File: src/source/cache_pkg.sv
// word, address and byte-enable types plus refill FSM states that every cache RTL file imports
package cache_pkg;

  localparam int ADDR_W         = 32;           // byte address
  localparam int WORD_W         = 32;
  localparam int BYTES_PER_WORD = WORD_W / 8;   // byte offset step per burst beat

  typedef logic [ADDR_W-1:0]         addr_t;
  typedef logic [WORD_W-1:0]         word_t;
  typedef logic [BYTES_PER_WORD-1:0] byte_en_t;

  // any state but IDLE means the controller owns the miss line
  typedef enum logic [1:0] {
    IDLE,
    WRITEBACK,
    REFILL
  } ctrl_state_e;

endpackage
File: src/source/bus_pkg.sv
// request structs that the cache RTL and testbench import for client ports, memory master and line writes
package bus_pkg;

  import cache_pkg::*;

  localparam int WR_OFF_W = 8;  // widest word index a line write can carry

  // port A read or write with byte enables
  typedef struct packed {
    addr_t    address;
    logic     read;
    logic     write;
    word_t    writedata;
    byte_en_t byteenable;
  } cpu_req_t;

  // read-only port B
  typedef struct packed {
    addr_t address;
    logic  read;
  } rd_req_t;

  // burst master request with burst length fixed by LINE_WORDS
  typedef struct packed {
    addr_t address;
    logic  read;
    logic  write;
    word_t writedata;
  } mem_req_t;

  typedef struct packed {
    logic [WR_OFF_W-1:0] offset;   // word index inside the line
    logic [ADDR_W-1:0]   tag;      // upper bits unused
    logic                valid;
    logic                dirty;
    word_t               data;
    byte_en_t            byte_en;
  } line_wr_t;

endpackage

File: src/source/cache_line.sv
// one direct-mapped cache line with two combinational read ports and a byte-enabled write port
`timescale 1ns/1ps
module cache_line import cache_pkg::*, bus_pkg::*; #(
  parameter int  LINE_WORDS = 16,
  parameter int  INDEX_BITS = 3,
  localparam int OFF_BITS   = $clog2(LINE_WORDS),
  localparam int BYTE_BITS  = $clog2(BYTES_PER_WORD),
  localparam int TAG_BITS   = ADDR_W - INDEX_BITS - OFF_BITS - BYTE_BITS
) (
  input  logic                clk,
  input  logic                rst_n,
  input  addr_t               rd1_addr_i,
  input  addr_t               rd2_addr_i,
  input  logic                wr_en_i,
  input  line_wr_t            wr_i,
  output word_t               rd1_data_o,
  output word_t               rd2_data_o,
  output logic                rd1_hit_o,
  output logic                rd2_hit_o,
  output logic                dirty_o,
  output logic                valid_o,
  output logic [TAG_BITS-1:0] tag_o
);

  typedef logic [OFF_BITS-1:0] off_t;
  typedef logic [TAG_BITS-1:0] tag_t;

  word_t words_q [LINE_WORDS];
  tag_t  tag_q;
  logic  valid_q;
  logic  dirty_q;

  off_t rd1_off;
  off_t rd2_off;
  off_t wr_off;

  assign rd1_off = rd1_addr_i[BYTE_BITS +: OFF_BITS];
  assign rd2_off = rd2_addr_i[BYTE_BITS +: OFF_BITS];
  assign wr_off  = wr_i.offset[OFF_BITS-1:0];

  // index bits are matched by the line select outside
  assign rd1_hit_o  = valid_q && (tag_q == rd1_addr_i[ADDR_W-1 -: TAG_BITS]);
  assign rd2_hit_o  = valid_q && (tag_q == rd2_addr_i[ADDR_W-1 -: TAG_BITS]);
  assign rd1_data_o = words_q[rd1_off];
  assign rd2_data_o = words_q[rd2_off];

  assign dirty_o = dirty_q;
  assign valid_o = valid_q;
  assign tag_o   = tag_q;

  always_ff @(posedge clk) begin
    if (wr_en_i) begin
      for (int b = 0; b < BYTES_PER_WORD; b++) begin
        if (wr_i.byte_en[b]) begin
          words_q[wr_off][8*b +: 8] <= wr_i.data[8*b +: 8];  // byte merge
        end
      end
      tag_q <= wr_i.tag[TAG_BITS-1:0];
    end
  end

  // refill clears valid until its last word lands
  always_ff @(posedge clk or negedge rst_n) begin
    if (!rst_n) begin
      valid_q <= 1'b0;
      dirty_q <= 1'b0;
    end else if (wr_en_i) begin
      valid_q <= wr_i.valid;
      dirty_q <= wr_i.dirty;
    end
  end

endmodule

File: config.mk
export PLATFORM = sky130hd
export DESIGN_NAME = cache_line
export DESIGN_NICKNAME = d
export VERILOG_FILES = /design/src/source/cache_pkg.sv /design/src/source/bus_pkg.sv /design/src/source/cache_line.sv
export SDC_FILE = /design/constraint.sdc
export NUM_CORES = 1
export LEC_CHECK = 0
export BUFFER_PORTS_ARGS = -buffer_cell sky130_fd_sc_hd__clkbuf_2
export CAP_MARGIN = 20
export CORE_ASPECT_RATIO = 2
export CORE_MARGIN = 2
export CORE_UTILIZATION = 24
export CTS_CLUSTER_DIAMETER = 120
export DETAILED_ROUTE_END_ITERATION = 6
export RECOVER_POWER = 100
export SYNTH_ARGS = -nofsm -noshare
export SYNTH_HDL_FRONTEND = slang
export SYNTH_SLANG_ARGS = --single-unit
File: constraint.sdc
create_clock -name clk -period 5.1 [get_ports clk]
set_clock_uncertainty 0.15 [all_clocks]
set_input_delay 0.51 -clock clk [delete_from_list [all_inputs] [get_ports clk]]
set_output_delay 0.51 -clock clk [all_outputs]
set_load 0.05 [all_outputs]
**Word level (Yosys, flattened, before mapping)**

Memories as Yosys holds them, arrays and structs flattened.
Index checks and enable logic that the tools add are counted.

- Mux-type cells: 12
- Equal/unequal tests: 2
- Reductions and logical operators: 2

Operator list:

| operator | number |
|---|---|
| equality test 23 bit | 2 |
| 2-to-1 mux 1 bit | 12 |
| logical AND 1 bit | 2 |

- Bits in registers: 25
- Word-level logic and storage cells: 20
- Bits in writable memories: 512
- Memories kept: 1
- Output and inout bits: 91
- Bits of input ports: 145

Memories:

| memory | depth | width | read ports | clocked after Yosys merged registers in | wr ports | RTL line | RTL |
|---|---|---|---|---|---|---|---|
| words_q | 16 | 32 | 2 | 0 | 1 | cache_line.sv:28 | `word_t words_q [LINE_WORDS];` |

**Logic depth before layout (Yosys ltp)**

- Depth after elaboration: 3
- Depth in mapped cells: 5
- Gate-level depth less buffers: 4

**Worst setup path after synthesis**

OpenSTA, ideal clock, no wires.

- Kind: flip-flop to output port
- From: register tag_q[14], in the netlist tag_o[14]
- To: output port rd1_hit_o
- Cell stages (with the launch flop): 5
- Path buffers: 0
- Arrival time: 2.300 ns
- Setup slack: 2.140 ns
- Path through: edfxtp_1 > xor2_1 > nor4_1 > nand4_1 > nor3_1

- Longest elaborated chain between the ends: 2

Ends and longest elaborated chain:

| what | RTL line | RTL |
|---|---|---|
| start: declaration | cache_line.sv:29 | `tag_t tag_q;` |
| start signal: assignment | cache_line.sv:58 | `tag_q <= wr_i.tag[TAG_BITS-1:0];` |
| equality test 23 bit | cache_line.sv:42 | `assign rd1_hit_o = valid_q && (tag_q == rd1_addr_i[ADDR_W-1 -: TAG_BITS]);` |
| logical AND 1 bit | cache_line.sv:42 |  |
| end: declaration | cache_line.sv:18 | `output logic rd1_hit_o,` |

Every way passes these cells.

**Worst setup path in the final report**

- From: input port rd1_addr_i[3]
- To: output port rd1_data_o[19]

- Longest elaborated chain between the ends: 1

Ends and longest elaborated chain:

| what | RTL line | RTL |
|---|---|---|
| start: declaration | cache_line.sv:12 | `input addr_t rd1_addr_i,` |
| memory read (16 x 32 bit) | - |  |
| end: declaration | cache_line.sv:16 | `output word_t rd1_data_o,` |

Every way passes these cells.

==> results.py <==
metrics = {
    "status": {
        "status": "complete, but fails checks",
        "violations": "max-capacitance violations, max-slew violations",
    },
    "floorplan": {
        "initial_core_util_pct": 24.2,
        "die_x_um": 230,
        "boundaryPins": 236,
        "rows": 165,
        "die_y_um": 455,
        "core_um2": 101000,
        "dieArea_um2": 105000,
    },
    "finish": {
        "nNetsFinal": 1642,
        "syn_to_final_growth_pct": 17.5,
        "fin_area_um2": 28700,
        "drive_gt1_share_pct": 30.1,
    },
    "clock_tree": {
        "clk_pin_slew_ns": 0.06,
        "postCtsSetupRepairBufs": 0,
        "cts_num_sinks": 537,
        "cts-resized-gates": 0,
        "numCtsBuffers": 46,
        "cts_buffer_depth": 3,
        "htree_num_levels": 2,
        "cts_tree": "built",
        "clock_latency_ns": 0.57,
        "ctsRootBufferMaster": "clkbuf_16",
    },
    "synthesis": {
        "synthCells": 1237,
        "synth_edf_count": 535,
        "synth_cell_types": 20,
        "yosys_warnings": 0,
        "postSynthAreaPerCell_um2": 19.8,
        "yosysTopAreaCellShare_pct": 65.7,
        "synth_flop_cell": "edfxtp_1",
        "synth_seq_area_share_pct": 65.9,
        "synth_nets": 1382,
        "async_flop_share_pct": 0.372,
        "ys_ff_latch": 537,
        "synth_area_um2": 24500,
        "synth_top_area_cell": "edfxtp_1",
        "synth_most_common_cell": "edfxtp_1",
        "synthTopCellsByArea": "edfxtp_1, mux4_2, a22oi_1, nand2_1, xor2_1",
        "synth_commonest_cells": "edfxtp_1, mux4_2, a22oi_1, nand2_1, nor2_1",
    },
    "timing": {
        "rsz0062_at_grt": "false",
        "tightestPinTransition_ns": 2.01,
        "final.period_utilization_pct": 83.4,
        "hold_viol": 0,
        "final-setup-viol-count": 0,
        "setup_ws_ns": 0.846,
        "maxSlewHeadroom_pct": -34.0,
        "finalWorstPathRequiredPeriod_ns": 4.25,
        "max_freq_mhz": 235,
        "slew_viol_final": 145,
        "fin_tns_setup_ns": 0,
    },
    "drt": {
        "wl_um": 73800,
        "vias": 13900,
        "drc_errors": 0,
        "drtIter0Drc": 1001,
        "drtPass1Iterations": 5,
        "wl_per_cell_um": 25.7,
        "avgViaCountPerCell": 4.83,
        "ant_nets": 0,
    },
    "placement": {
        "place.detailed.hpwl_um": 52000,
        "placed_area_um2": 27300,
        "gp_congestion": 0.835,
        "preCtsSetupSlack_ns": 1.51,
        "numPortBuffers": 212,
    },
    "worst_setup_path": {
        "worstPathRequired_ns": 4.44,
        "crit_type": "in -> out",
        "arrival_ns": 3.59,
        "critical_path.startpoint_type": "primary input",
        "end_kind": "primary output",
        "worstPathMaxFanout": 61,
    },
    "global_route": {
        "grt.total_usage_pct": 13.7,
        "grt.overflow.total": 0,
        "grt_antenna_before_repair": 10,
        "grt_max_degree": 62,
        "first_global_vias": 15100,
        "grt_pass1_wl_um": 104000,
    },
    "job": {
        "max_cap_violations": 3,
    },
    "hold_path": {
        "hp-class": "in -> async",
    },
    "power_and_ir_drop": {
        "powerDensity_nw_per_um2": 331,
        "vdd_drop_max_v": 0.000247,
        "leakagePower_uw": 0.00889,
    },
}
[placed cells by master, fill, tap and decap left out, types with 4 or more instances in the layout]
master | synthesis | final
a22oi_1 | 128 | 128
buf_4 | 20 | 28
clkbuf_1 | 38 | 153
clkbuf_16 | 0 | 46
clkbuf_2 | 0 | 97
clkinv_1 | 0 | 8
clkinv_2 | 0 | 10
diode_2 | 0 | 4
dlygate4sd3_1 | 0 | 26
edfxtp_1 | 535 | 535
mux4_2 | 256 | 256
nand2_1 | 77 | 77
nand3_1 | 6 | 6
nand4_1 | 7 | 7
nor2_1 | 68 | 66
nor2b_1 | 8 | 4
nor2b_4 | 0 | 4
nor4_1 | 8 | 8
xnor2_1 | 14 | 14
xor2_1 | 32 | 32
[metal layers]
layer	vias up	global-route usage (%)	share of wire, %
met4	12	5.49	3.8
met1	7287	14.2	34
met2	610	26.8	56
met3	140	2.65	6.7
li1	5804	-	-
met5	-	0	0.11
[kinds of logic after synthesis]
group | share of synthesized area (%)
buffers and inverters | 1.81
and+or+nand+nor | 3.03
AOI/OAI and AO/OA | 3.93
muxes | 23.7
xor gates and xnor gates | 1.65
DFF | 65.9
[flip-flops by register name (all words and copies together) (netlist names)]
register	count
words_q	512
tag_o	23
dirty_o	1
valid_o	1
[path summary, 6_finish.rpt]
path | cells past startpoint | start | endpoint | slack [ns]
max | 6 | rd1_addr_i[3] | rd1_data_o[19] | 0.85
min | 2 | rst_n | dirty_o$_DFFE_PN0P_ | 0.1
max reg2reg | 1 | valid_o$_DFFE_PN0P_ | valid_o$_DFFE_PN0P_ | 4.10
min reg2reg | 1 | dirty_o$_DFFE_PN0P_ | dirty_o$_DFFE_PN0P_ | 0.36
max in group asynchronous | 2 | rst_n | valid_o$_DFFE_PN0P_ | 4.58
min in group clk | 1 | wr_i[4] | words_q[8][0]$_DFFE_PP_ | 0.29
[power breakdown]
part | internal [uW] | total, uW | switching, uW | leakage [uW]
clock network | 1810 | 3430 | 1610 | 0.000688
logic | 373 | 1130 | 754 | 0.00334
registers | 4920 | 4970 | 43.4 | 0.00486
[through the flow]
step | instances | hold WS (ns) | utilization [%] | power [uW]
after floorplan | 1237 | 0.0644 | - | 5780
after global placement | 2736 | 0.145 | 26.9 | 6180
after detailed placement | 2756 | 0.146 | 27.1 | 6200
after CTS | 2861 | 0.0714 | 28.7 | 9620
after global routing | 2866 | 0.101 | 28.5 | 9800
final | 2868 | 0.0989 | 28.5 | 9520
[layout make-up]
| cell class | count | area (um2) |
|---|---|---|
| Fill cell | 9932 | 72200 |
| Sequential cell | 537 | 16100 |
| Multi-Input combinational cell | 610 | 7940 |
| Tap cell | 1336 | 1670 |
| Timing Repair Buffer | 302 | 1590 |
| Clock buffer | 53 | 1180 |
| Clock inverter | 26 | 226 |
| Antenna cell | 4 | 10.0 |
[what timing repair did]
action | in CTS | in global routing
setup endpoints to repair | 0 | 0
hold endpoints to repair | 27 | 0
hold buffers | 26 | 0
[critical path: stages]
cell and delay [ns]:
clkbuf_2 1.41, clkbuf_1 0.53, mux4_2 0.41, a22oi_1 0.24
nand2_1 0.14, clkbuf_1 0.32
Note: power is estimated with default switching activity, not from simulation.
