==> src/source/cache_pkg.sv <==
// word, address and byte-enable types plus refill FSM states that every cache RTL file imports
package cache_pkg;

  localparam int ADDR_W         = 32;           // byte address
  localparam int WORD_W         = 32;
  localparam int BYTES_PER_WORD = WORD_W / 8;   // byte offset step per burst beat

  typedef logic [ADDR_W-1:0]         addr_t;
  typedef logic [WORD_W-1:0]         word_t;
  typedef logic [BYTES_PER_WORD-1:0] byte_en_t;

  // any state but IDLE means the controller owns the miss line
  typedef enum logic [1:0] {
    IDLE,
    WRITEBACK,
    REFILL
  } ctrl_state_e;

endpackage
==> src/source/bus_pkg.sv <==
// request structs that the cache RTL and testbench import for client ports, memory master and line writes
package bus_pkg;

  import cache_pkg::*;

  localparam int WR_OFF_W = 8;  // widest word index a line write can carry

  // port A read or write with byte enables
  typedef struct packed {
    addr_t    address;
    logic     read;
    logic     write;
    word_t    writedata;
    byte_en_t byteenable;
  } cpu_req_t;

  // read-only port B
  typedef struct packed {
    addr_t address;
    logic  read;
  } rd_req_t;

  // burst master request with burst length fixed by LINE_WORDS
  typedef struct packed {
    addr_t address;
    logic  read;
    logic  write;
    word_t writedata;
  } mem_req_t;

  typedef struct packed {
    logic [WR_OFF_W-1:0] offset;   // word index inside the line
    logic [ADDR_W-1:0]   tag;      // upper bits unused
    logic                valid;
    logic                dirty;
    word_t               data;
    byte_en_t            byte_en;
  } line_wr_t;

endpackage

==> src/source/line_refill_ctrl.sv <==
// miss FSM that the cache top instantiates to write back a dirty victim and refill the line
`timescale 1ns/1ps
module line_refill_ctrl import cache_pkg::*, bus_pkg::*; #(
  parameter int  LINE_WORDS = 16,
  parameter int  INDEX_BITS = 3,
  localparam int OFF_BITS   = $clog2(LINE_WORDS),
  localparam int BYTE_BITS  = $clog2(BYTES_PER_WORD),
  localparam int LINE_LSB   = OFF_BITS + BYTE_BITS,
  localparam int TAG_BITS   = ADDR_W - INDEX_BITS - LINE_LSB
) (
  input  logic                  clk,
  input  logic                  rst_n,
  input  logic                  miss_a_i,
  input  logic                  miss_b_i,
  input  addr_t                 addr_a_i,
  input  addr_t                 addr_b_i,
  input  logic                  victim_dirty_i,
  input  logic [TAG_BITS-1:0]   victim_tag_i,
  input  word_t                 victim_data_i,
  output logic                  busy_o,
  output logic [INDEX_BITS-1:0] miss_idx_o,
  output line_wr_t              line_wr_o,
  output logic                  line_wr_en_o,
  output mem_req_t              mem_req_o,
  input  word_t                 mem_readdata_i,
  input  logic                  mem_waitrequest_i,
  input  logic                  mem_readdatavalid_i
);

  typedef logic [OFF_BITS-1:0] off_t;
  typedef logic [TAG_BITS-1:0] tag_t;

  localparam off_t LAST_WORD = off_t'(LINE_WORDS - 1);

  ctrl_state_e state_q;
  off_t        cnt_q;
  logic        rd_q;
  logic        wr_q;
  addr_t       miss_addr_q;
  addr_t       base_q;

  addr_t miss_addr;
  tag_t  miss_tag;
  addr_t victim_base;
  addr_t refill_base;
  logic  start;
  logic  wb_last;
  logic  rf_last;

  // port A first and held once the FSM leaves IDLE
  assign miss_addr   = (state_q != IDLE) ? miss_addr_q : (miss_a_i ? addr_a_i : addr_b_i);
  assign miss_tag    = miss_addr[ADDR_W-1 -: TAG_BITS];
  assign miss_idx_o  = miss_addr[LINE_LSB +: INDEX_BITS];
  assign victim_base = {victim_tag_i, miss_idx_o, {LINE_LSB{1'b0}}};
  assign refill_base = {miss_tag, miss_idx_o, {LINE_LSB{1'b0}}};

  assign start   = (state_q == IDLE) && (miss_a_i || miss_b_i);
  assign wb_last = (state_q == WRITEBACK) && !mem_waitrequest_i && (cnt_q == LAST_WORD);
  assign rf_last = (state_q == REFILL) && mem_readdatavalid_i && (cnt_q == LAST_WORD);

  always_ff @(posedge clk or negedge rst_n) begin
    if (!rst_n) begin
      state_q <= IDLE;
      cnt_q   <= '0;
      rd_q    <= 1'b0;
      wr_q    <= 1'b0;
    end else begin
      unique case (state_q)
        IDLE: begin
          cnt_q <= '0;
          if (start) begin
            if (victim_dirty_i) begin
              state_q <= WRITEBACK;
              wr_q    <= 1'b1;
            end else begin
              state_q <= REFILL;
              rd_q    <= 1'b1;
            end
          end
        end
        WRITEBACK: begin
          if (!mem_waitrequest_i) begin
            cnt_q <= cnt_q + 1'b1;  // wraps to zero after the last beat
          end
          if (wb_last) begin
            wr_q    <= 1'b0;
            rd_q    <= 1'b1;
            state_q <= REFILL;
          end
        end
        REFILL: begin
          if (rd_q && !mem_waitrequest_i) begin
            rd_q <= 1'b0;  // one command per burst
          end
          if (mem_readdatavalid_i) begin
            cnt_q <= cnt_q + 1'b1;
          end
          if (rf_last) begin
            state_q <= IDLE;
          end
        end
        default: state_q <= IDLE;
      endcase
    end
  end

  always_ff @(posedge clk) begin
    if (start) begin
      miss_addr_q <= miss_addr;
      base_q      <= victim_dirty_i ? victim_base : refill_base;
    end else if (wb_last) begin
      base_q <= refill_base;
    end
  end

  assign busy_o       = (state_q != IDLE);
  assign line_wr_en_o = (state_q == REFILL) && mem_readdatavalid_i;

  always_comb begin
    // address steps with the beat so the top can look up the victim word
    mem_req_o.address   = base_q | addr_t'({cnt_q, {BYTE_BITS{1'b0}}});
    mem_req_o.read      = rd_q;
    mem_req_o.write     = wr_q;
    mem_req_o.writedata = victim_data_i;
  end

  always_comb begin
    line_wr_o.offset  = WR_OFF_W'(cnt_q);
    line_wr_o.tag     = ADDR_W'(miss_tag);
    line_wr_o.valid   = (cnt_q == LAST_WORD);
    line_wr_o.dirty   = 1'b0;
    line_wr_o.data    = mem_readdata_i;
    line_wr_o.byte_en = '1;
  end

endmodule

==> config.mk <==
export PLATFORM = sky130hd
export DESIGN_NAME = line_refill_ctrl
export DESIGN_NICKNAME = d
export VERILOG_FILES = /design/src/source/cache_pkg.sv /design/src/source/bus_pkg.sv /design/src/source/line_refill_ctrl.sv
export SDC_FILE = /design/constraint.sdc
export NUM_CORES = 1
export LEC_CHECK = 0
export ABC_AREA = 1
export BUFFER_PORTS_ARGS = -buffer_cell sky130_fd_sc_hd__buf_4
export CAP_MARGIN = 20
export CORE_AREA = 2 2 118 120
export DETAILED_ROUTE_END_ITERATION = 16
export DIE_AREA = 0 0 120 122
export MAX_ROUTING_LAYER = met4
export PLACE_DENSITY = 0.65
export RECOVER_POWER = 25
export REMOVE_ABC_BUFFERS = 1
export SLEW_MARGIN = 10
export SYNTH_ARGS = -nofsm -noshare
export SYNTH_HDL_FRONTEND = slang
export SYNTH_SLANG_ARGS = --single-unit
==> constraint.sdc <==
create_clock -name clk -period 4.1 [get_ports clk]
set_input_delay 0 -clock clk [delete_from_list [all_inputs] [get_ports clk]]
set_output_delay 0 -clock clk [all_outputs]
set_load 0.01 [all_outputs]
== Word-level counts from Yosys, hierarchy flattened ==
Cells that the tools add are included.
Word-level totals
  flip-flop bits (word level): 72
  output and inout port bits: 149
  logic and storage cells: 61
Cells by class
  reductions and logical operators: 18
  equality and inequality tests: 11
  bitwise operators: 2
  muxes and demuxes: 22
  add/sub/neg operators: 1
Operators by type and width (count)
  two-way mux 32 bit: 5
  OR 32 x 6 -> 32 bit: 1
  != test 2 bit (second input constant): 7
  case mux 4 bit (3 select lines): 1
  two-way mux 2 bit: 4
  two-way mux 4 bit: 2
  two-way mux 1 bit: 7
  logical AND 1 bit: 6
  case mux 2 bit (3 select lines): 1
  AND reduction 3 bit: 2
  nonzero test 2 bit: 3
  AND reduction 5 bit: 1
  adder 4 x 1 -> 4 bit (second input constant): 1
  == test 4 bit (second input constant): 1
  AND reduction 4 bit: 1
  case mux 1 bit (3 select lines): 1
  nonzero test 3 bit: 1
  == test 2 x 1 -> 1 bit (second input constant): 1
  == test 2 bit (second input constant): 1
  logical NOT 2 bit: 1
  != test 2 x 1 -> 1 bit (second input constant): 1
  case mux 1 bit (2 select lines): 1
  AND reduction 2 bit: 1
  logical NOT 1 bit: 1
  2 further kinds: 2

== Logic depth before layout (Yosys ltp) ==
Gate-level depths: netlist of run 1.
  depth after elaboration: 5
  gate-level depth with buffers: 9

== Worst setup path before layout of run 1 ==
No wires, ideal clock.
  path type: register to register
  start: register state_q[0]
  end: register base_q[10], enable pin
  period minus slack after synthesis: 2985 ps
  slack: 1115 ps
  arrival time: 2613 ps
  setup time: 372 ps
  cell stages (with the launch flop): 7
  path through: dfrtp_1 inv_1 ha_1 buf_4 inv_1 nor2_1 a31o_2
Between the ends
  longest elaborated chain between the ends: 4
  elaborated cells on any way between the ends: 6
  classes of those cells: 1 x eq/ne; 5 x reduce/logical
Ends and longest elaborated chain
  start, declared: RTL line line_refill_ctrl.sv:35  | ctrl_state_e state_q;
  start signal, assigned: RTL line line_refill_ctrl.sv:63  | state_q <= IDLE;
  start signal, assigned: RTL line line_refill_ctrl.sv:73  | state_q <= WRITEBACK;
  start signal, assigned: RTL line line_refill_ctrl.sv:76  | state_q <= REFILL;
  == test 2 x 1 -> 1 bit: RTL line line_refill_ctrl.sv:58  | assign wb_last = (state_q == WRITEBACK) && !mem_waitrequest_i && (cnt_q == LAST_WORD);
  logical AND 1 bit (2 in a row): RTL line line_refill_ctrl.sv:58
  nonzero test 2 bit (no line) (*)
  end signal, assigned: RTL line line_refill_ctrl.sv:110  | base_q <= victim_dirty_i ? victim_base : refill_base;
  end signal, assigned: RTL line line_refill_ctrl.sv:112  | base_q <= refill_base;
  end, declared: RTL line line_refill_ctrl.sv:40  | addr_t base_q;
Every way passes the cells marked *; elsewhere a longest branch is shown, timed or not.
A chain may end at the register's enable or synchronous reset.

== Final worst setup path of run 1 ==
Ends and elaborated chain as after synthesis.

==> flow_summary.yaml, run 1 <==
outcome:
  status: "finished clean"
worst_setup_path:
  cp-start-kind: "flop"
  critPathMostFrequentCell: "inv_1"
  cpMaxStageDelayCell: "a31o_2"
  r2r-end: "base_q[10]"
  r2r_cells: 5
  worstPathMaxFanout: 29
  worstSetupPathType: "flop to flop"
  r2r_setup_slack_ps: 1480
  path_cells: "inv_1 > ha_2 > inv_1 > nor2_4 > a31o_2"
  crit_path_end_kind: "flop"
  worstPathArrival_ps: 2570
  critPathRequiredTime_ps: 4040
  slowest_delay_ps: 640
  r2r_start: "state_q[0]"
grt:
  grt_max_degree: 47
  grt-ovfl-total: 0
  grt_pass1_vias: 3073
  grt_pass1_wl_mm: 20.0
  antenna_found_initial: 2
  track_usage_pct: 19.9
drt:
  vias_per_cell: 4.30
  drtIter0Drc: 175
  drtPass1Iterations: 6
  drt_wl_total_mm: 14.3
  drt-wirelength-per-cell_um: 19.4
  ant_nets: 0
  drc: 0
  vias: 3174
sta:
  fin_worst_skew_ps: 8.88
  period_share_pct: 63.9
  worstMarginPinSlew_ps: 828
  timing.slew.headroom_pct: 44.8
  setup_slack_ps: 1480
  finalCriticalPeriod_ps: 2620
  setup_viol: 0
  fmax_ghz: 0.381
  finalHoldViolCount: 0
  maxSlewViolCount: 0
  rsz0062_at_grt: "no"
floorplan:
  die_h_um: 122
  die-area_um2: 14600
  rows: 43
  initial_utilization_pct: 28.8
  core_area_um2: 13500
  die_x_um: 120
  ios: 307
clock_network:
  clk_pin_slew_worst_paths_ps: 60
  cts.sinks: 60
  cts_buffers: 9
  cts_buffer_depth: 2
  insertion_delay_ps: 320
  ctsHoldBuffers: 24
  cts-resized-gates: 0
  cts_tree: "yes"
  h-tree-depth: 3
  cts_root_buffer: "clkbuf_16"
  cts_setup_buffers: 0
synth:
  synth_area_leaders: "edfxtp_1 40%, buf_4 18%, nand2_1 11%, inv_1 5.6%, dfrtp_1 5.1%"
  synth_area_per_cell_um2: 8.56
  synth_common_cells: "119 x nand2_1, 93 x buf_4, 58 x inv_1"
  synth_top_area_share_pct: 40.1
  synth_edf_count: 52
  synth.largest_area_cell: "edfxtp_1"
  synth_area_um2: 3890
  async_reset_ff_share_pct: 13.3
  synth_warnings: 0
  synthCells: 455
  synth_most_common_cell: "nand2_1"
  yosysSeqAreaShare_pct: 45.2
  ys_ff_latch: 60
  synth_ff_type: "edfxtp_1"
  yosys.cell_types.count: 24
power_and_ir_drop:
  power_density_nw_per_um2: 759
  power_leakage_nw: 2.52
  ir_drop_v: 0.000398
placed_design:
  dp_slack_ps: 1430
  io_buffers: 146
  hpwl_mm: 11.1
  routabilityCongestion: 0.854
  post_dp_cell_area_um2: 4510
job:
  drv_cap: 0
final_layout:
  multi_input_area_um2: 1180
  seq_area_um2: 1760
  area_delta_synth_final_pct: 30.8
  fillers: 1391
  final_cell_area_um2: 5090
  layout.nets: 714
  drive_gt1_share_pct: 32.0
hold_path:
  worstHoldStart: "victim_data_i[7]"
  min_path_type: "primary input to output pin"
  hold_depth: 0
  hold-path-endpoint: "mem_req_o[7]"
[worst max path at each step]
stage / startpoint / to / depth (start not counted)
after detailed placement: state_q[0] / base_q[25] / 5
final: state_q[0] / base_q[10] / 5
after CTS: state_q[0] / base_q[25] / 5
after global routing: state_q[0] / base_q[18] / 5
after floorplan: state_q[0] / base_q[10] / 5
after global placement: state_q[0] / base_q[27] / 5
[kinds of logic after synthesis]
| group | after synthesis | share of synthesized area [%] |
|---|---|---|
| simple gates | 160 | 17.3 |
| fa+ha+maj | 5 | 1.61 |
| xor+xnor | 1 | 0.225 |
| compound gates | 63 | 9.06 |
| buf+inv | 164 | 26.4 |
| flops | 60 | 45.2 |
| other cells | 2 | 0.193 |
[cell type report]
| class | count | area share (%) |
|---|---|---|
| Sequential cell | 60 | 34.6 |
| Timing Repair Buffer | 172 | 26.5 |
| Multi-Input combinational cell | 249 | 23.2 |
| Clock buffer | 11 | 4.77 |
| Inverter | 59 | 4.45 |
| Tap cell | 180 | 4.42 |
| Clock inverter | 5 | 1.94 |
| Antenna cell | 2 | 0.0983 |
[worst max-delay path: cells and delay by family, from the launching register on]
kind,cells,cell delay [ps]
flops,1,410
fa+ha+maj,1,570
compound gates,1,640
simple gates,1,170
buf+inv,2,410
[registers in the layout, indices dropped and copies added (netlist names)]
signal and count:
state_q 2, wr_q 1, cnt_q 4, rd_q 1
base_q 26, miss_addr_q 26
[layer usage]
metal | vias to the layer above | GRT usage (%) | part of all wire, %
met4 | 0 | 4.49 | 1.3
met1 | 1414 | 21.0 | 37
met5 | - | - | 0
li1 | 1527 | - | -
met2 | 219 | 30.8 | 46
met3 | 14 | 13.7 | 16
[cell usage in the layout (no fill, tap or decap), types with 3 or more instances in the layout]
| cell | n |
|---|---|
| a21oi_2 | 5 |
| nand2_1 | 119 |
| nand3_1 | 3 |
| inv_1 | 58 |
| o21ai_0 | 16 |
| a21oi_1 | 19 |
| dfrtp_1 | 8 |
| o21ai_1 | 20 |
| nor2_1 | 26 |
| dlygate4sd3_1 | 24 |
| nand4_1 | 6 |
| clkbuf_16 | 9 |
| edfxtp_1 | 52 |
| bufinv_16 | 3 |
| ha_1 | 4 |
| buf_4 | 148 |
| conb_1 | 20 |
[through the flow]
stage               util, %  hold slack (ps)  total power [mW]  TNS (ps)  cells
finish                 37.7           0.0163              3.87         0    738
global route           37.7           0.0313              4.14         0    738
CTS                    37.7            0.122              3.91         0    736
detailed placement     33.4             -170              3.00         0    696
global placement       33.4             -174              2.95         0    696
floorplan                 -             -296              2.13     -1290    368
[report_power, final]
group	internal, mW	leakage [nW]	total [mW]	switching, mW
clock network	0.607	0.167	0.874	0.267
logic	0.727	1.74	1.75	1.03
registers	1.12	0.611	1.24	0.114
(Power assumes the default switching activity.)
==> run 2: changes to the inputs <==
--- a/config.mk
+++ b/config.mk
@@ -8,9 +8,9 @@
 export ABC_AREA = 1
 export BUFFER_PORTS_ARGS = -buffer_cell sky130_fd_sc_hd__buf_4
 export CAP_MARGIN = 20
-export CORE_AREA = 2 2 118 120
+export CORE_AREA = 2 2 121 123
 export DETAILED_ROUTE_END_ITERATION = 16
-export DIE_AREA = 0 0 120 122
+export DIE_AREA = 0 0 123 125
 export MAX_ROUTING_LAYER = met4
 export PLACE_DENSITY = 0.65
 export RECOVER_POWER = 25
==> constraint.sdc (replaced) <==
create_clock -name clk -period 2.18 [get_ports clk]
set_input_delay 0 -clock clk [delete_from_list [all_inputs] [get_ports clk]]
set_output_delay 0 -clock clk [all_outputs]
set_load 0.01 [all_outputs]
==> run 2 against run 1 <==
Against the previous run: global-route usage down 2.8 points; cell count up 0.95%; count of clock-buffer cells in the layout unchanged.
==> flow_summary.yaml, run 2 (synthesis gave the netlist of run 1 again) <==
floorplan:
  rows: 44
  die-area_um2: 15400
  ios: 307
  initial_utilization_pct: 27.4
  die_x_um: 123
  die_h_um: 125
  core_area_um2: 14200
final_layout:
  n_antenna_cell: 0
  fin_util_pct: 36.1
  drive_gt1_share_pct: 32.6
  final_cell_mix: "152 x buf_4, 119 x nand2_1, 58 x inv_1"
  fillers: 1471
  layout.nets: 719
  final_cell_area_um2: 5130
  area_delta_synth_final_pct: 31.8
  reg.largest.list: "base_q: 26 flops, miss_addr_q: 26 flops, cnt_q: 4 flops"
  layout_commonest_cell: "buf_4"
worst_setup_path:
  critPathMostFrequentCell: "buf_4"
  path_cells: "inv_1 > ha_2 > buf_4 > o21ai_0 > o21ai_1 > buf_4"
  slowest_delay_ps: 410
  worstPathMaxFanout: 27
  worstSetupPathType: "flop to output pin"
  cp-start-kind: "flop"
  critPathRequiredTime_ps: 2180
  cpMaxStageDelayCell: "dfrtp_1"
  worstPathArrival_ps: 1960
  r2r_setup_slack_ps: 360
  crit_path_end_kind: "output pin"
placed_design:
  post_dp_cell_area_um2: 4560
  routabilityCongestion: 0.759
  io_buffers: 146
  hpwl_mm: 10.6
  dp_slack_ps: 301
drt:
  drtPass1Iterations: 4
  drtIter0Drc: 103
  drc: 0
  drt_wl_total_mm: 13.2
  vias: 3093
  vias_per_cell: 4.15
  ant_nets: 0
  drt-wirelength-per-cell_um: 17.8
power_and_ir_drop:
  clock_power_share_pct: 22.1
  power_density_nw_per_um2: 1410
  ir_drop_v: 0.000635
  sw_frac_of_total_pct: 35.9
  intPower_mw: 4.64
  power_leakage_nw: 2.55
  power_frac_seq_pct: 31.8
  finalPower_mw: 7.24
  p_sw_mw: 2.60
  comb_power_share_pct: 46.1
sta:
  rsz0062_at_grt: "no"
  period_share_pct: 89.8
  fmax_ghz: 0.511
  maxSlewViolCount: 0
  finalHoldViolCount: 0
  setup_viol: 0
  finalCriticalPeriod_ps: 1960
  setup_slack_ps: 222
  fin_worst_skew_ps: 5.91
clock_network:
  h-tree-depth: 3
  cts_buffer_depth: 2
  cts_tree: "yes"
  clk_pin_slew_worst_paths_ps: 50
  cts_buffers: 9
  cts.sinks: 60
  insertion_delay_ps: 330
  cts_root_buffer: "clkbuf_16"
grt:
  grt_pass1_wl_mm: 18.0
  grt_max_degree: 31
  antenna_found_initial: 0
  track_usage_pct: 17.1
  grt-ovfl-total: 0
  grt_pass1_vias: 2838
hold_path:
  min_path_type: "primary input to output pin"
job:
  drv_cap: 0
outcome:
  status: "finished clean"
==> run 2: cell count changes in the layout (fill, tap and decap cells not counted), sizes merged <==
cell / before / now
diode: 2 / 0
buf: 148 / 153
==> run 2: power by group through the flow <==
| stage | combinational, mW | clock [mW] | sequential (mW) |
|---|---|---|---|
| 3_3_place_gp | 3.34 | 0 | 2.30 |
| 4_1_cts | 3.40 | 1.65 | 2.31 |
| 2_1_floorplan | 1.54 | 0 | 2.47 |
| 5_1_grt | 3.73 | 1.69 | 2.36 |
| 3_5_place_dp | 3.35 | 0 | 2.33 |
| 6_report | 3.34 | 1.60 | 2.30 |
==> run 2: what timing repair did <==
item,4_1_cts,5_1_grt
endpoints found under the setup margin,0,3
buffers inserted,0,0
hold buffers,24,0
resized for setup,0,3
endpoints found under the hold margin,31,0
==> run 2: per-stage QoR <==
stage / cells / hold slack [ps] / TNS, ps
6_report: 745 / 0.0209 / 0
2_1_floorplan: 368 / -296 / -101250
4_1_cts: 745 / 0.0686 / 0
5_1_grt: 745 / 0.0402 / 0
3_5_place_dp: 705 / -170 / 0
3_3_place_gp: 705 / -172 / 0
==> run 2: area by class of cell <==
type | instances | area, µm² | share of cell area [%]
Sequential cell | 60 | 1760 | 34.3
Inverter | 59 | 226 | 4.41
Timing Repair Buffer | 177 | 1400 | 27.3
Multi-Input combinational cell | 249 | 1180 | 23.0
Tap cell | 184 | 230 | 4.48
Clock inverter | 5 | 100 | 1.95
Clock buffer | 11 | 233 | 4.53
==> run 2: final timing paths <==
kind,from,to,cells past startpoint
max,state_q[0],miss_idx_o[0],6
min,victim_data_i[9],mem_req_o[9],0
max reg2reg,state_q[0],base_q[26],6
min reg2reg,wr_q,wr_q,2
max in group asynchronous,rst_n,cnt_q[0],2
min in group asynchronous,rst_n,state_q[1],2
==> run 2: critical path, delay by kind of cell (launching register included) <==
family / cells / cell delay, ps
AOI/OAI and AO/OA: 2 / 410
adders and majority gates: 1 / 220
DFF: 1 / 410
buffers and inverters: 3 / 580
==> run 2: per-layer routing <==
metal	share of wire (%)	vias up	wire (µm)	global-route usage, %
li1	-	1533	-	-
met1	38	1349	4970	17.7
met2	46	202	6040	26.5
met3	16	9	2130	12.1
met4	0.72	0	96	3.68
met5	0	-	0	-
